==> src/hdl/icache_pkg.sv <==
`default_nettype none

package icache_pkg;

	// command on the fetch, prefetch and memory buses
	typedef enum logic [1:0]
	{
		BUS_NONE = 2'h0,
		BUS_LOAD = 2'h1
	} bus_command_t;

	// next-line prefetcher
	typedef enum logic
	{
		PREF_IDLE = 1'b0,
		PREF_RUN  = 1'b1
	} pref_state_t;

	// address split
	localparam int ADDR_W       = 64;
	localparam int BLOCK_W      = 64;
	localparam int BLOCK_OFFSET = 3;
	localparam int INDEX_W      = 5;
	localparam int TAG_W        = ADDR_W - INDEX_W - BLOCK_OFFSET;

	// direct mapped, one block per line
	localparam int NUM_LINES = 1 << INDEX_W;

	// memory response tags, 0 means nothing
	localparam int MEM_TAG_W    = 4;
	localparam int NUM_MEM_TAGS = (1 << MEM_TAG_W) - 1;

	// blocks walked ahead of each new fetch
	localparam int PREF_DEPTH  = 2;
	localparam int PREF_STEP_W = $clog2(PREF_DEPTH + 1);

endpackage

`default_nettype wire

==> src/hdl/icache_controller.sv <==
`timescale 1ns/1ns
`default_nettype none

module icache_controller (
	input  wire                                   clock,
	input  wire                                   rst_n,
	// fetch port
	input  wire [icache_pkg::ADDR_W-1:0]          proc2Icache_addr,
	input  wire icache_pkg::bus_command_t         proc2Icache_command,
	// prefetcher
	input  wire [icache_pkg::ADDR_W-1:0]          pref2Icache_addr,
	input  wire icache_pkg::bus_command_t         pref2Icache_command,
	// memory bus
	input  wire [icache_pkg::MEM_TAG_W-1:0]       Imem2proc_response,
	input  wire [icache_pkg::MEM_TAG_W-1:0]       Imem2proc_tag,
	input  wire [icache_pkg::BLOCK_W-1:0]         Imem2proc_data,
	// cache memory
	input  wire [icache_pkg::BLOCK_W-1:0]         cachemem_data,
	input  wire                                   cachemem_valid,
	input  wire                                   cachemem_is_miss,
	input  wire                                   cachemem_is_miss_pref,
	output icache_pkg::bus_command_t              proc2Imem_command,
	output logic [icache_pkg::ADDR_W-1:0]         proc2Imem_addr,
	output logic [icache_pkg::INDEX_W-1:0]        index,
	output logic [icache_pkg::TAG_W-1:0]          tag,
	output logic                                  read_enable,
	output logic [icache_pkg::INDEX_W-1:0]        index_pref,
	output logic [icache_pkg::TAG_W-1:0]          tag_pref,
	output logic                                  read_enable_pref,
	output logic [icache_pkg::MEM_TAG_W-1:0]      issue_tag,
	output logic [icache_pkg::INDEX_W-1:0]        issue_index,
	output logic [icache_pkg::TAG_W-1:0]          issue_line_tag,
	output logic [icache_pkg::MEM_TAG_W-1:0]      fill_tag,
	output logic [icache_pkg::BLOCK_W-1:0]        fill_data,
	output logic [icache_pkg::BLOCK_W-1:0]        Icache_data_out,
	output logic                                  Icache_data_valid,
	output logic                                  pref_grant
);
	// lookup for both ports
	assign read_enable      = proc2Icache_command == icache_pkg::BUS_LOAD;
	assign read_enable_pref = pref2Icache_command == icache_pkg::BUS_LOAD;
	assign {tag, index} = proc2Icache_addr[icache_pkg::ADDR_W-1:icache_pkg::BLOCK_OFFSET];
	assign {tag_pref, index_pref} =
		pref2Icache_addr[icache_pkg::ADDR_W-1:icache_pkg::BLOCK_OFFSET];

	// returns go straight to the cache
	assign fill_tag  = Imem2proc_tag;
	assign fill_data = Imem2proc_data;

	// processor side
	assign Icache_data_out   = cachemem_data;
	assign Icache_data_valid = read_enable && cachemem_valid;

	// processor miss wins, a refused request just shows up again next cycle
	always_comb
	begin
		proc2Imem_command = icache_pkg::BUS_NONE;
		proc2Imem_addr    = '0;
		issue_tag         = '0;
		issue_index       = '0;
		issue_line_tag    = '0;
		// prefetch line already there or on its way
		pref_grant        = read_enable_pref && !cachemem_is_miss_pref;
		if (cachemem_is_miss)
		begin
			proc2Imem_command = icache_pkg::BUS_LOAD;
			proc2Imem_addr    = {tag, index, {icache_pkg::BLOCK_OFFSET{1'b0}}};
			issue_tag         = Imem2proc_response;
			issue_index       = index;
			issue_line_tag    = tag;
		end
		else if (cachemem_is_miss_pref)
		begin
			proc2Imem_command = icache_pkg::BUS_LOAD;
			proc2Imem_addr    = {tag_pref, index_pref, {icache_pkg::BLOCK_OFFSET{1'b0}}};
			issue_tag         = Imem2proc_response;
			issue_index       = index_pref;
			issue_line_tag    = tag_pref;
			pref_grant        = Imem2proc_response != '0;
		end
	end

	bus_addr_aligned: assert property (@(posedge clock) disable iff (!rst_n)
		proc2Imem_command == icache_pkg::BUS_LOAD |->
			proc2Imem_addr[icache_pkg::BLOCK_OFFSET-1:0] == '0);

endmodule

`default_nettype wire

==> config.mk <==
export PLATFORM = sky130hd
export DESIGN_NAME = icache_controller
export DESIGN_NICKNAME = d
export VERILOG_FILES = /design/src/hdl/icache_pkg.sv /design/src/hdl/icache_controller.sv
export SDC_FILE = /design/constraint.sdc
export NUM_CORES = 1
export LEC_CHECK = 0
export ABC_AREA = 1
export BUFFER_PORTS_ARGS = -buffer_cell sky130_fd_sc_hd__buf_2
export CORE_AREA = 2 2 260 262
export DETAILED_ROUTE_END_ITERATION = 10
export DIE_AREA = 0 0 262 264
export PLACE_DENSITY = 0.31
export SETUP_SLACK_MARGIN = 0.2
export SLEW_MARGIN = 0
export SYNTH_ARGS = -nofsm -noshare
export SYNTH_HDL_FRONTEND = slang
export SYNTH_SLANG_ARGS = --single-unit
==> constraint.sdc <==
create_clock -name vclk -period 1.05
set_input_delay 0.1575 -clock vclk [all_inputs]
set_output_delay 0.1575 -clock vclk [all_outputs]
set_load 0.01 [all_outputs]
# Word level (Yosys, flattened, before mapping)
# Cells that the tools add are included.
[totals]
ff_bits = 0
out_inout_bits = 389
[classes]
eq_ne = 2
muxes = 12
reduce_logical = 4
[op_table]
columns = ["cell", "count"]
rows = [
  ["64-bit 2-to-1 mux", 2],
  ["56-bit 2-to-1 mux", 2],
  ["5-bit 2-to-1 mux", 2],
  ["4-bit 2-to-1 mux", 2],
  ["2-bit by 1-bit == test with 1-bit output (second input constant)", 2],
  ["1-bit 2-to-1 mux", 4],
  ["4-bit nonzero test", 1],
  ["1-bit logical AND", 2],
  ["1-bit logical NOT", 1],
]

# Depth between registers and ports, before layout
[depth]
ltp_word = 4
ltp_mapped = 6
depth_no_buf = 4

# Least setup slack after synthesis
# No wires, ideal clock.
[synth_timing]
kind = "in2out"
from = "input cachemem_is_miss"
to = "output proc2Imem_addr[26] (netlist name)"
t_arrival_ns = 0.933
t_required_ns = 0.892
setup_slack_ns = -0.040
stages = 6
path_buffers = 3
cell_sequence = "buf_4 nor2_8 buf_2 nand2_1 nand2_1 buf_4"
[synth_via]
elab_chain_len = 1
[synth_rtl]
columns = ["item", "line", "source"]
rows = [
  ["start, declared", "icache_controller.sv:20", "input wire cachemem_is_miss,"],
  ["64-bit 2-to-1 mux", "icache_controller.sv:64", "if (cachemem_is_miss)"],
  ["end, declared", "icache_controller.sv:23", "output logic [icache_pkg::ADDR_W-1:0] proc2Imem_addr,"],
]
# No other way between the ends.

# Final worst setup path
[layout_timing]
from = "input cachemem_is_miss"
to = "output issue_line_tag[43] (netlist name)"
[layout_via]
elab_chain_len = 1
[layout_rtl]
columns = ["item", "line", "source"]
rows = [
  ["56-bit 2-to-1 mux", "icache_controller.sv:64", ""],
  ["end, declared", "icache_controller.sv:32", "output logic [icache_pkg::TAG_W-1:0] issue_line_tag,"],
]
# No other way between the ends.

==> metrics.yaml <==
status: "finished with violations"
violations: "negative setup slack"
startpoint_type: "input pin"
power_per_cell_area_nw_per_um2: 466.6
grt-ovfl-total: 0
drt_iter0_markers: 45
firstDrtPassIters: 4
fmax_mhz: 808.0
die_h_um: 264
arrival_ps: 1080
drc: 0
cp_top_family: "buffers and inverters"
ys_types: 9
cp-end-kind: "output pin"
syn_avg_cell_area_um2: 6.052
fin_crit_ps: 1238
drv_slew: 0
tns_ps: -15300
final_common_cell: "buf_2"
syn2layout_area_growth_pct: 75.83
synth_area_um2: 3262
hpwl_um: 12790
grt_pass1_wl_um: 22410
stdcell_area_um2: 5736
fin_ws_ps: -187.6
antenna_cells: 0
nClkBuffers: 0
viasPerCell: 2.184
design.seq.count: 0
routedWlPerCell_um: 12.25
layout-drive-gt1-share_pct: 85.58
ant_nets: 0
yosys_warnings: 0
place_inst: 1476
final_cell_mix: "buf_2, buf_6, nand2_4, nand2_1, nand2_2"
maxCapViolCount: 0
num_rows: 95
p_leak_nw: 2.913
grt_max_degree: 40
cpMaxStageDelayCell: "nor2_8"
numPortBuffers: 386
period_share_pct: 117.9
crit_required_ps: 890
place.gp.congestion: 0.6516
criticalPathCategory: "in2out"
drt-total-wl_um: 18250
rsz0062_at_grt: "yes"
antenna_found_initial: 0
chipWidth_um: 262
grt_pass1_vias: 3111
critPathMaxFanout: 6
ctsHoldBuffers: 0
nNetsFinal: 892
setup_viol: 123
grt.total_usage_pct: 4.609
num_vias: 3254
hold_viol: 0
start_util_pct: 4.900
place_area_um2: 4078
ys_seq_area_share_pct: 0
fillers: 7766
seq_area_um2: 0
peakVddDrop_v: 0.0001839
path_buf_inv: 5
core_um2: 66560
max_stage_delay_ps: 140
hp-class: "in2out"
instances_no_fill: 1490
dieArea_um2: 69170
crit_chain: "buf_12 -> nor2_8 -> buf_6 -> buf_12 -> buf_16 -> nand2_2 -> nand2_2 -> buf_2"
synth_cells: 539
whs_ps: 315.0
ioPinCount: 662
## path summary, 6_finish.rpt
path,from,end,cells past startpoint
max,cachemem_is_miss,issue_line_tag[43],8
min,cachemem_data[45],Icache_data_out[45],0
## metrics by stage
stage                     total power, mW  setup slack (ps)  util, %
after global routing                2.886            -248.9    8.617
after detailed placement            1.782            -296.3    6.126
after global placement              1.801            -298.3    6.126
after CTS                           2.626            -213.2    8.370
after floorplan                     1.846             71.62        -
final                               2.676            -187.6    8.617
## report_power, final
part           switching, mW  internal, mW  total [mW]
clock network              0             0           0
logic                   1.34          1.33        2.68
registers                  0             0           0
## cell type report
cell class                 count  area (µm²)  share of cell area, %
inverter                       8       32.53                 0.5672
tap                          873        1092                  19.04
multi-input combinational    202        1483                  25.85
timing repair buffer         407        3128                  54.54
## timing repair
action	in CTS	in global routing
setup endpoints to repair	128	128
cloned	8	0
gates resized for setup	263	32
pin swaps	33	42
buffers inserted	6	0
## kinds of logic (layout without fill, tap and decap cells)
kind of cell           after synthesis  after routing  synth area share, %
AND/OR/NAND/NOR                    198            198                23.40
buffers and inverters              340            415                76.49
other                                1              4               0.1150
## cells in the mapped netlist
cell      count  area share, %
buf_4       323             74
nand2_1     187             22
nor2_1        9            1.0
inv_1         8           0.92
buf_2         5           0.77
clkbuf_1      4           0.46
conb_1        1           0.11
nor2_8        1           0.61
nor3b_1       1           0.23
## metal layers
metal | routed length, µm | vias to the layer above | global-route usage [%]
li1 | - | 1449 | -
met1 | 6007 | 1423 | 4.489
met2 | 9194 | 326 | 8.600
met3 | 2111 | 56 | 1.612
met4 | 939 | 0 | 2.138
met5 | 0 | - | 0
(Power assumes the default switching activity.)
