### src/hdl/icache_pkg.sv
`default_nettype none

package icache_pkg;

	// command on the fetch, prefetch and memory buses
	typedef enum logic [1:0]
	{
		BUS_NONE = 2'h0,
		BUS_LOAD = 2'h1
	} bus_command_t;

	// next-line prefetcher
	typedef enum logic
	{
		PREF_IDLE = 1'b0,
		PREF_RUN  = 1'b1
	} pref_state_t;

	// address split
	localparam int ADDR_W       = 64;
	localparam int BLOCK_W      = 64;
	localparam int BLOCK_OFFSET = 3;
	localparam int INDEX_W      = 5;
	localparam int TAG_W        = ADDR_W - INDEX_W - BLOCK_OFFSET;

	// direct mapped, one block per line
	localparam int NUM_LINES = 1 << INDEX_W;

	// memory response tags, 0 means nothing
	localparam int MEM_TAG_W    = 4;
	localparam int NUM_MEM_TAGS = (1 << MEM_TAG_W) - 1;

	// blocks walked ahead of each new fetch
	localparam int PREF_DEPTH  = 2;
	localparam int PREF_STEP_W = $clog2(PREF_DEPTH + 1);

endpackage

`default_nettype wire

### src/hdl/icache_prefetch.sv
`timescale 1ns/1ns
`default_nettype none

module icache_prefetch (
	input  wire                                   clock,
	input  wire                                   rst_n,
	input  wire [icache_pkg::ADDR_W-1:0]          proc2Icache_addr,
	input  wire icache_pkg::bus_command_t         proc2Icache_command,
	input  wire                                   pref_grant,
	output logic [icache_pkg::ADDR_W-1:0]         pref2Icache_addr,
	output icache_pkg::bus_command_t              pref2Icache_command
);
	logic [icache_pkg::ADDR_W-icache_pkg::BLOCK_OFFSET-1:0] fetch_block;
	logic [icache_pkg::ADDR_W-icache_pkg::BLOCK_OFFSET-1:0] base_block;
	logic [icache_pkg::ADDR_W-icache_pkg::BLOCK_OFFSET-1:0] next_block;
	logic [icache_pkg::PREF_STEP_W-1:0]                     step;
	icache_pkg::pref_state_t                                state;
	logic                                                   restart;

	assign fetch_block = proc2Icache_addr[icache_pkg::ADDR_W-1:icache_pkg::BLOCK_OFFSET];
	assign restart = proc2Icache_command == icache_pkg::BUS_LOAD && fetch_block != base_block;
	assign next_block =
		base_block + (icache_pkg::ADDR_W - icache_pkg::BLOCK_OFFSET)'(step);

	assign pref2Icache_addr    = {next_block, {icache_pkg::BLOCK_OFFSET{1'b0}}};
	assign pref2Icache_command = (state == icache_pkg::PREF_RUN) ?
		icache_pkg::BUS_LOAD : icache_pkg::BUS_NONE;

	always_ff @(posedge clock)
	begin
		if (!rst_n)
		begin
			state      <= icache_pkg::PREF_IDLE;
			// top block, so the first fetch always starts a walk
			base_block <= '1;
			step       <= '0;
		end
		else if (restart)
		begin
			state      <= icache_pkg::PREF_RUN;
			base_block <= fetch_block;
			step       <= (icache_pkg::PREF_STEP_W)'(1);
		end
		else if (state == icache_pkg::PREF_RUN && pref_grant)
		begin
			// hold the address until granted, stop after the last block
			if (step == (icache_pkg::PREF_STEP_W)'(icache_pkg::PREF_DEPTH))
				state <= icache_pkg::PREF_IDLE;
			else
				step <= step + 1'b1;
		end
	end

endmodule

`default_nettype wire

### config.mk
export PLATFORM = sky130hd
export DESIGN_NAME = icache_prefetch
export DESIGN_NICKNAME = d
export VERILOG_FILES = /design/src/hdl/icache_pkg.sv /design/src/hdl/icache_prefetch.sv
export SDC_FILE = /design/constraint.sdc
export NUM_CORES = 1
export LEC_CHECK = 0
export ABC_CLOCK_PERIOD_IN_PS = 3500
export BUFFER_PORTS_ARGS = -buffer_cell sky130_fd_sc_hd__buf_2
export CORE_MARGIN = 2
export CORE_UTILIZATION = 25
export DETAILED_ROUTE_END_ITERATION = 16
export GPL_TIMING_DRIVEN = 1
export HOLD_SLACK_MARGIN = 0.03
export PLACE_DENSITY = 0.51
export SLEW_MARGIN = 5
export SYNTH_ARGS = -nofsm -noshare
export SYNTH_HDL_FRONTEND = slang
export SYNTH_SLANG_ARGS = --single-unit
### constraint.sdc
create_clock -name clock -period 3.5 [get_ports clock]
set_input_delay 0.7 -clock clock [delete_from_list [all_inputs] [get_ports clock]]
set_output_delay 0.7 -clock clock [all_outputs]
set_load 0.03 [all_outputs]
Word-level counts from Yosys, hierarchy flattened
Cells that the tools add are included.
{ "classes": {"muxes": 7, "addsub": 2, "n_reduce_logical": 8, "bitwise_logic": 2, "n_eq_ne": 4} }
{ "ops": {"columns": ["operator", "count"], "rows": [
  ["$add 61x2->61", 1],
  ["$ne 61x61->1", 1],
  ["$mux 1", 7],
  ["$reduce_and 2->1", 3],
  ["$reduce_bool 2->1", 2],
  ["$add 2x1->2 const B", 1],
  ["$eq 2x1->1 const B", 1],
  ["$eq 2x2->1 const B", 1],
  ["$logic_and 1x1->1", 2],
  ["$ne 2x2->1 const B", 1],
  ["$not 1->1", 2],
  ["$reduce_or 2->1", 1]
]} }
{ "totals": {"out_inout_bits": 66, "wordCells": 27, "register_bits": 64, "input_bits": 69} }

Logic depth before layout (Yosys ltp)
Gate-level depths: netlist of the first run.
{ "depth": {"word_depth": 4, "mapped_depth": 9, "ltp_nobuf": 8} }

Worst setup path before layout of the first run
OpenSTA, ideal clock, no wires.
{ "synth_path": {"path_type": "flip-flop to output port", "startpoint": "reg step[0] in the netlist's numbering", "endpoint": "out pref2Icache_addr[43] in the netlist's numbering", "arrival_time_ps": 2632, "n_path_buf": 1, "t_required_ps": 2800, "path_slack_ps": 168, "stages_incl_launch_ff": 10, "cell_sequence": "dfxtp_1 > ha_1 > inv_1 > fa_1 > nand2b_1 > or3_1 > or3_1 > buf_6 > nor3_4 > xor2_1"} }
{ "synth_via": {"elab_chain_len": 1} }
{ "synth_lines": {"columns": ["element", "line", "rtl"], "rows": [
  ["from (decl)", "icache_prefetch.sv:16", "logic [icache_pkg::PREF_STEP_W-1:0] step;"],
  ["from (signal assigned)", "icache_prefetch.sv:42", "step <= (icache_pkg::PREF_STEP_W)'(1);"],
  ["from (signal assigned)", "icache_prefetch.sv:50", "step <= step + 1'b1;"],
  ["$add 61x2->61", "icache_prefetch.sv:23", "base_block + (icache_pkg::ADDR_W - icache_pkg::BLOCK_OFFSET)'(step);"],
  ["to (decl)", "icache_prefetch.sv:10", "output logic [icache_pkg::ADDR_W-1:0] pref2Icache_addr,"]
]} }
Every way passes these cells.

Final worst setup path of the first run
{ "layout_path": {"startpoint": "reg base_block[0] in the netlist's numbering", "endpoint": "out pref2Icache_addr[49] in the netlist's numbering"} }
{ "layout_via": {"elab_chain_len": 1} }
{ "layout_lines": {"columns": ["element", "line", "rtl"], "rows": [
  ["from (decl)", "icache_prefetch.sv:14", "logic [icache_pkg::ADDR_W-icache_pkg::BLOCK_OFFSET-1:0] base_block;"],
  ["from (signal assigned)", "icache_prefetch.sv:41", "base_block <= fetch_block;"],
  ["$add 61x2->61", "icache_prefetch.sv:23", null]
]} }
Every way passes these cells.

==> results by group, run 1 <==
Status
  • Status: finished, final reports clean

Timing
  • Max-slew headroom: 43.8%
  • Crit path time final: 3.40 ns
  • TNS Setup: 0 ns
  • Hold Violations, Final: 0
  • Final Setup Violations: 0
  • Fmax: 0.294 GHz
  • Worst-margin pin slew: 0.844 ns
  • Slew Limit Fails: 0
  • Period utilisation layout: 97.1%
  • RSZ-0062 raised after global routing: yes
  • Clock skew: 0.00736 ns

Hold path
  • Hold/Removal Path Class: reg2reg

Setup path
  • Crit path DAT: 2.70 ns
  • Setup CP Type: reg2out
  • Crit start category: register
  • CP Capture Type: primary output
  • Required @ worst endpoint: 2.80 ns
  • Crit path max fanout: 6

Power
  • Internal power: 1680 uW
  • Clock share of power: 39.7%
  • Sequential share of power: 33.8%
  • Peak VDD IR: 0.000226 V
  • Leak pwr: 0.00248 uW
  • Combinational fraction of design power: 26.6%
  • PwrDens: 430 nW/um2
  • Switching part of the total: 33.1%
  • NetSw: 833 uW

Yosys
  • Register area share after synthesis: 28.3%
  • Number of flops mapped to enable cells by yosys: 0
  • Top cells by count, synth: xor2_1, inv_1, dfxtp_1
  • Simple-gate share of the synthesized area: 18.5%
  • Syn Std Cell Area: 4530 um2
  • #FFs+latches synth: 64
  • Top cell type by total area after synthesis: dfxtp_1
  • Post-synth top area share: 28.3%
  • Netlist cell types: 39
  • Post-Syn Area per Cell: 8.08 um2
  • Mapped Cells: 561
  • Adder-Cell Fraction of Synth Area: 1.27%
  • Syn. warnings: 0
  • Main synth FF type: dfxtp_1
  • Area share of xor/xnor cells in the synthesized design: 23.4%
  • Combinational family with the most area after synthesis: XOR/XNOR gates
  • Async S/R FF share, synth: 0%
  • Compound-Gate Fraction of Synth Area: 17.5%
  • Top cells by area, synth: dfxtp_1, xor2_1, o211ai_1, xnor2_1, o21ai_0
  • Most common cell in the netlist: xor2_1
  • Mux contribution to synthesized area: 0%

Route
  • DR pass1 iterations: 5
  • Via count: 4250
  • DRC Markers: 0
  • Wirelength, routed: 15.6 mm
  • WL/cell: 16.9 um
  • Via-per-instance ratio: 4.61
  • Initial drt markers: 217
  • Post-route ant nets: 0

Finish
  • Fraction of layout cells with a size suffix above 1: 28.3%
  • Reg area: 1280 um2
  • Final std cells w/o fill: 921
  • Multi-input logic area: 2820 um2
  • Nets: 761
  • P&R area growth vs syn: 29.1%
  • Core Util, Final: 32.7%
  • N_diodes: 0
  • Fill count: 1943

Placed design
  • GPL Wtd Cong: 0.787
  • Post-detail-place hpwl: 11.7 mm
  • Port-buffer cells: 127
  • Placed Instances: 903

Clocking
  • Clock-pin slew on the worst setup and hold paths: 0.06 ns
  • CTS buffer count: 9
  • # hold bufs at CTS: 0
  • Clock Sinks: 64
  • H-tree Lvls: 3
  • Clock Path Buffers: 2
  • Clk Latency, worst-skew pair: 0.34 ns
  • CTS tree: done
  • Clock Tree Root: clkbuf_16

Floorplan
  • Initial core utilization: 25.3%
  • Rows: 49
  • Full die area: 19200 um2
  • Core area: 17900 um2
  • Top Ports: 135
  • Vert. Die Dim: 139 um
  • Die Width: 139 um

Global routing
  • Vias in the first global route: 4091
  • Antenna violations before repair: 0
  • Total congestion overflow: 0
  • Largest net degree at the start of global routing: 54
  • Tot GR Track Use: 16.3%
  • First-pass GRT wire length: 23.9 mm

Job
  • Max Cap Viol: 0
per-stage QoR:
step / setup slack (ns) / area, um2 / hold slack [ns] / total power, uW
final: 0.101 / 5850 / 0.488 / 2510
after global routing: -0.00705 / 5850 / 0.545 / 2640
after global placement: 0.0793 / 5420 / 0.472 / 1520
after CTS: 0.0370 / 5800 / 0.491 / 2540
after detailed placement: 0.0684 / 5420 / 0.484 / 1520
after floorplan: 0.168 / 4540 / 0.453 / 1290
sequential cells by signal, indices dropped and copies added (netlist names):
register and count:
step 2, state 1, base_block 61
power groups by stage:
stage | clock network [uW] | logic (uW) | registers (uW)
6_report | 997 | 668 | 850
5_1_grt | 1060 | 726 | 859
4_1_cts | 1020 | 668 | 849
3_5_place_dp | 0 | 658 | 864
3_3_place_gp | 0 | 658 | 863
2_1_floorplan | 0 | 447 | 844
kinds of logic after synthesis:
| family | count (synthesis) |
|---|---|
| other cells | 1 |
| flops | 64 |
| fa+ha+maj | 4 |
| compound gates | 126 |
| xor+xnor | 121 |
| buf+inv | 111 |
| simple gates | 134 |
routing by layer:
metal	vias to the layer above	GRT usage [%]	share of wire, %
li1	2157	-	-
met1	1962	22.7	48
met2	115	25.6	46
met3	16	3.90	4.7
met4	0	3.56	1.2
met5	-	0	0
worst paths after layout:
path	startpoint	to	slack, ns	depth (start not counted)
setup / recovery	base_block[0]$_SDFFE_PN1P_	pref2Icache_addr[49]	0.10	9
hold reg to reg	state$_SDFFE_PN0P_	state$_SDFFE_PN0P_	0.49	2
setup reg to reg	base_block[36]$_SDFFE_PN1P_	base_block[16]$_SDFFE_PN1P_	1.01	8
hold / removal	state$_SDFFE_PN0P_	state$_SDFFE_PN0P_	0.49	2
worst max-delay path: stages (launching register included):
cell and delay, ns:
dfxtp_2 0.34, ha_1 0.17, inv_1 0.06, fa_2 0.35, nand2b_4 0.16, or3_4 0.37
or3_4 0.41, nor2_2 0.11, xor2_1 0.20, buf_4 0.19
area by class of cell:
class | instances | share of cell area [%]
multi-input cells | 389 | 48.2
flip-flops and latches | 64 | 22.0
repair buffers | 153 | 14.9
well taps | 229 | 4.90
inverters | 71 | 4.56
clock buffers | 12 | 4.39
clock inverters | 3 | 1.11
layout by cell type (no fill, tap or decap), types with 2 or more instances in the layout:
cell	synthesis	layout
and3b_1	2	2
nor2_2	3	4
nand4_2	3	3
nand2_1	25	25
buf_2	5	120
nand2b_1	3	2
dfxtp_2	0	2
o21ai_0	61	61
nor4_1	14	14
ha_1	3	3
clkbuf_16	0	9
nor2_1	14	13
xnor2_1	44	42
conb_1	1	4
and3_1	11	11
o211ai_1	61	61
nor4_4	4	4
or3_4	0	4
clkbuf_8	0	2
nor3_2	1	3
nor3_1	6	4
and4_1	5	5
buf_4	6	29
dfxtp_1	64	62
nand4_1	14	14
xor2_1	77	77
xnor2_2	0	2
bufinv_16	0	2
inv_1	71	71
a21boi_0	2	2
nand3_1	18	18
buf_6	7	2
timing repair:
item                                    CTS  global route
gates resized for setup                  15             8
endpoints found under the setup margin   17            21
pin swaps                                 2             5
setup buffers                             0             3
endpoints found under the hold margin     0             0
Note: power is estimated with default switching activity, not from simulation.
==> inputs of run 2 (changes only) <==
CELL_PAD_IN_SITES_DETAIL_PLACEMENT = 1   (was default)
CELL_PAD_IN_SITES_GLOBAL_PLACEMENT = 2   (was default)
PLACE_DENSITY = 0.76   (was 0.51)
==> run 2 against run 1 <==
Compared with the run above:
- core utilization is 0.28 points lower
- flip-flop and latch count stayed put
- combinational power is 2% higher
- clock power is 14% lower
- sequential share of layout area is 0.28 points higher
- cell area is 0.86% lower
- hold slack better by 0.016 ns
- total power is 5.0% lower
- maximum frequency is 1.5% higher
- worst setup slack better by 0.051 ns
- die area stayed put
- critical path type unchanged
- largest cell class unchanged
==> results by group, run 2 (synthesized netlist as in run 1, its figures left out) <==
Status
  • Status: finished, final reports clean

Finish
  • Reg area: 1290 um2
  • N_diodes: 0
  • Max reg flops: 61
  • Nets: 763
  • Fraction of layout cells with a size suffix above 1: 28.5%
  • Design Area, Final: 5800 um2
  • Commonest non-fill, non-tap cells in the layout: buf_2, xor2_1, inv_1
  • Multi-input logic area: 2810 um2
  • Most common cell after layout, fill and taps aside: buf_2
  • Reg with most FFs: base_block
  • Final std cells w/o fill: 923
  • Largest regs: base_block (61), step (2), state (1)
  • Fill count: 2201
  • P&R area growth vs syn: 27.9%

Clocking
  • CTS buffer count: 9
  • CTS tree: done
  • Clock-pin slew on the worst setup and hold paths: 0.06 ns
  • Clk Latency, worst-skew pair: 0.34 ns
  • H-tree Lvls: 3
  • Clock Tree Root: clkbuf_16
  • # hold bufs at CTS: 0
  • Clock Path Buffers: 2
  • Clock Sinks: 64

Hold path
  • Hold/Removal Path Class: reg2reg
  • Hold depth: 2
  • Hold endpoint: state$_SDFFE_PN0P_
  • Worst Hold Launch: state$_SDFFE_PN0P_

Floorplan
  • Full die area: 19200 um2
  • Vert. Die Dim: 139 um
  • Top Ports: 135
  • Die Width: 139 um
  • Core area: 17900 um2
  • Rows: 49
  • Initial core utilization: 25.3%

Global routing
  • Total congestion overflow: 0
  • Vias in the first global route: 4689
  • Antenna violations before repair: 0
  • First-pass GRT wire length: 26.3 mm
  • Tot GR Track Use: 17.5%
  • Largest net degree at the start of global routing: 65

Timing
  • Final Setup Violations: 0
  • Clock skew: 0.00546 ns
  • RSZ-0062 raised after global routing: no
  • Max-slew headroom: 43.8%
  • Final hold slack: 0.503 ns
  • Period utilisation layout: 95.6%
  • Crit path time final: 3.35 ns
  • Slew Limit Fails: 0
  • Worst-margin pin slew: 0.843 ns
  • Hold Violations, Final: 0
  • TNS Setup: 0 ns
  • Fmax: 0.299 GHz

Setup path
  • Crit path max fanout: 6
  • R2r worst-path depth: 8
  • Setup CP Type: reg2out
  • Required @ worst endpoint: 2.80 ns
  • FF-to-FF Start: base_block[29]$_SDFFE_PN1P_
  • Crit Reg-Reg Endpoint: base_block[43]$_SDFFE_PN1P_
  • CP Capture Type: primary output
  • Crit path DAT: 2.65 ns
  • Crit start category: register
  • Reg2Reg Setup Slack: 0.93 ns

Route
  • DR pass1 iterations: 4
  • Via-per-instance ratio: 4.76
  • WL/cell: 18.2 um
  • Post-route ant nets: 0
  • Initial drt markers: 150
  • DRC Markers: 0
  • Wirelength, routed: 16.8 mm
  • Via count: 4396

Power
  • PwrDens: 412 nW/um2
  • Peak VDD IR: 0.000229 V
  • Leak pwr: 0.00245 uW

Placed design
  • GPL Wtd Cong: 0.812
  • Area after DPL: 5420 um2
  • Placed Instances: 903
  • Port-buffer cells: 127
  • Post-detail-place hpwl: 13.0 mm

Job
  • Max Cap Viol: 0
==> run 2: report_power, final <==
| part | internal [uW] | switching [uW] |
|---|---|---|
| combinational | 248 | 433 |
| clock | 512 | 345 |
| sequential | 780 | 71.6 |
==> run 2: timing repair <==
item / 4_1_cts / 5_1_grt
buffers inserted: 2 / 3
endpoints found under the setup margin: 13 / 18
gates resized for setup: 13 / 9
endpoints found under the hold margin: 0 / 0
pin swaps: 3 / 4
==> run 2: layout make-up <==
cell class / count / share of cell area [%]
clock buffers: 12 / 4.42
clock inverters: 3 / 0.302
inverters: 71 / 4.60
multi-input cells: 389 / 48.5
flip-flops and latches: 64 / 22.2
well taps: 229 / 4.94
repair buffers: 155 / 15.0
==> run 2: routing by layer <==
metal / vias up / global-route usage (%) / wire, um
li1: 2154 / - / -
met1: 2123 / 22.1 / 7530
met2: 99 / 30.2 / 8300
met3: 20 / 3.59 / 710
met4: 0 / 5.48 / 277
met5: - / 0 / 0
==> run 2: critical path, cell delays in order (launching register included) <==
cell,delay (ns)
dfxtp_4,0.37
ha_4,0.14
inv_2,0.03
fa_2,0.33
nand2b_4,0.15
or3_4,0.40
or3_4,0.42
nor3_4,0.14
xor2_1,0.16
buf_4,0.18
==> run 2: metrics by stage <==
stage	total power [uW]	setup WS, ns	util, %
after floorplan	1290	0.168	-
after global placement	1520	0.105	30.3
after detailed placement	1540	0.0971	30.3
after CTS	2420	-0.0256	32.1
after global routing	2520	0.00785	32.4
final	2390	0.153	32.4
==> run 2: worst max-delay path by stage <==
stage,startpoint,endpoint,slack (ns),cells after the start
after floorplan,step[0]$_SDFFE_PN0P_,pref2Icache_addr[43],0.17,9
after global placement,base_block[0]$_SDFFE_PN1P_,pref2Icache_addr[43],0.10,9
after detailed placement,base_block[0]$_SDFFE_PN1P_,pref2Icache_addr[43],0.1,9
after CTS,base_block[0]$_SDFFE_PN1P_,pref2Icache_addr[53],-0.03,10
after global routing,base_block[18]$_SDFFE_PN1P_,pref2Icache_addr[53],0.008,9
final,base_block[0]$_SDFFE_PN1P_,pref2Icache_addr[43],0.15,9
==> inputs of run 3 (changes only) <==
CORE_MARGIN = 5   (was 2)
PLACE_DENSITY = 0.81   (was 0.76)
==> run 3 against run 2 <==
Compared with the run above:
- worst setup slack got worse by 0.039 ns
- sequential share of layout area fell by 0.56 points
- via count fell by 0.73%
- cell count rose by 0.11%
- first-iteration DRC count rose by 65%
- register-to-register slack got worse by 0.03 ns
- critical endpoint unchanged
- highest routed layer is now met5
==> results by group, run 3 (synthesized netlist as in run 1, its figures left out) <==
Clocking
  • CTS tree: done
  • Clock-pin slew on the worst setup and hold paths: 0.06 ns
  • Clock Sinks: 64
  • CTS buffer count: 9
  • Clock Path Buffers: 2
  • # hold bufs at CTS: 0
  • Clock Tree Root: clkbuf_16
  • Clk Latency, worst-skew pair: 0.34 ns
  • H-tree Lvls: 3

Timing
  • Final Setup Violations: 0
  • Clock skew: 0.00378 ns
  • Max-slew headroom: 49.0%
  • Period utilisation layout: 96.7%
  • Slew Limit Fails: 0
  • Fmax: 0.295 GHz
  • Worst-margin pin slew: 0.766 ns
  • Crit path time final: 3.39 ns
  • Hold Violations, Final: 0
  • TNS Setup: 0 ns
  • RSZ-0062 raised after global routing: no

Hold path
  • Hold endpoint: state$_SDFFE_PN0P_
  • Hold depth: 2
  • Hold/Removal Path Class: reg2reg
  • Worst Hold Launch: state$_SDFFE_PN0P_

Setup path
  • Setup CP Type: reg2out
  • R2r worst-path depth: 8
  • Crit Reg-Reg Endpoint: step[0]$_SDFFE_PN0P_
  • Crit start category: register
  • Required @ worst endpoint: 2.80 ns
  • CP Capture Type: primary output
  • Crit path max fanout: 6
  • FF-to-FF Start: base_block[29]$_SDFFE_PN1P_
  • Reg2Reg Setup Slack: 0.90 ns
  • Crit path DAT: 2.69 ns

Power
  • Leak pwr: 0.00252 uW
  • Peak VDD IR: 0.000242 V
  • PwrDens: 467 nW/um2

Global routing
  • First-pass GRT wire length: 25.4 mm
  • Largest net degree at the start of global routing: 65
  • Vias in the first global route: 4496
  • Antenna violations before repair: 2
  • Total congestion overflow: 0
  • Tot GR Track Use: 16.1%

Placed design
  • Port-buffer cells: 127
  • Post-detail-place hpwl: 12.8 mm
  • GPL Wtd Cong: 0.776

Route
  • WL/cell: 18.1 um
  • Wirelength, routed: 16.7 mm
  • DR pass1 iterations: 4
  • Via count: 4364
  • Via-per-instance ratio: 4.72
  • DRC Markers: 0
  • Initial drt markers: 247
  • Post-route ant nets: 0

Finish
  • Largest regs: base_block (61), step (2), state (1)
  • Max reg flops: 61
  • Nets: 762
  • Commonest non-fill, non-tap cells in the layout: buf_2, xor2_1, inv_1
  • Most common cell after layout, fill and taps aside: buf_2
  • Reg with most FFs: base_block
  • Core Util, Final: 33.1%
  • Fraction of layout cells with a size suffix above 1: 28.1%
  • P&R area growth vs syn: 30.8%

Floorplan
  • Vert. Die Dim: 145 um
  • Full die area: 20900 um2
  • Top Ports: 135
  • Core area: 17900 um2
  • Rows: 49
  • Die Width: 145 um
  • Initial core utilization: 25.3%

Status
  • Status: finished, final reports clean

Job
  • Max Cap Viol: 0
[run 3: cell types whose count changed in the layout (fill, tap and decap cells not counted), sizes merged]
cell      previous run  this run
clkinv               2         0
bufinv               0         5
diode                0         1
clkinvlp             1         0
buf                155       153
[run 3: worst max-delay path by stage]
| stage | to | startpoint | cells past startpoint | slack (ns) |
|---|---|---|---|---|
| floorplan | pref2Icache_addr[43] | step[0]$_SDFFE_PN0P_ | 9 | 0.17 |
| global placement | pref2Icache_addr[43] | base_block[0]$_SDFFE_PN1P_ | 9 | 0.12 |
| detailed placement | pref2Icache_addr[43] | step[0]$_SDFFE_PN0P_ | 9 | 0.06 |
| CTS | pref2Icache_addr[52] | base_block[23]$_SDFFE_PN1P_ | 7 | 0.02 |
| global route | pref2Icache_addr[43] | base_block[0]$_SDFFE_PN1P_ | 9 | 0.002 |
| finish | pref2Icache_addr[43] | base_block[0]$_SDFFE_PN1P_ | 9 | 0.11 |
[run 3: power by group]
part           switching, uW  leakage, uW  internal [uW]
registers               73.5     0.000530            780
clock network            365     0.000196            880
logic                    425      0.00179            246
[run 3: final cells by class]
class | instances | area [um2]
diodes | 1 | 2.50
fillers | 2150 | 12000
multi-input cells | 389 | 2800
flip-flops and latches | 64 | 1280
inverters | 71 | 267
well taps | 229 | 287
clock buffers | 11 | 253
clock inverters | 5 | 150
repair buffers | 154 | 887
[run 3: routing by layer]
layer | up-vias | wire length, um | global-route usage, %
li1 | 2161 | - | -
met1 | 2076 | 7620 | 21.7
met2 | 100 | 7860 | 25.8
met3 | 23 | 871 | 3.11
met4 | 4 | 357 | 5.60
met5 | - | 27 | 0
[run 3: per-stage QoR]
step           cell area [um2]  instances  hold slack, ns  power (uW)  setup slack, ns
5_1_grt                   5920        923           0.547        2890          0.00209
6_report                  5920        924           0.486        2770            0.114
4_1_cts                   5850        916           0.490        2790           0.0159
3_3_place_gp              5400        899           0.468        1520            0.121
3_5_place_dp              5400        899           0.481        1530           0.0597
2_1_floorplan             4540        564           0.453        1290            0.168
[run 3: what timing repair did]
action | 4_1_cts | 5_1_grt
pin swaps | 2 | 6
cloned | 0 | 0
resized for setup | 12 | 8
endpoints found under the setup margin | 14 | 26
buffers inserted | 1 | 7
[run 3: critical path, stage by stage (launching register included)]
cell	delay, ns
dfxtp_2	0.34
ha_2	0.19
inv_1	0.06
fa_2	0.33
nand2b_4	0.15
or3_4	0.36
or3_4	0.42
nor3_4	0.14
xor2_1	0.16
buf_4	0.18
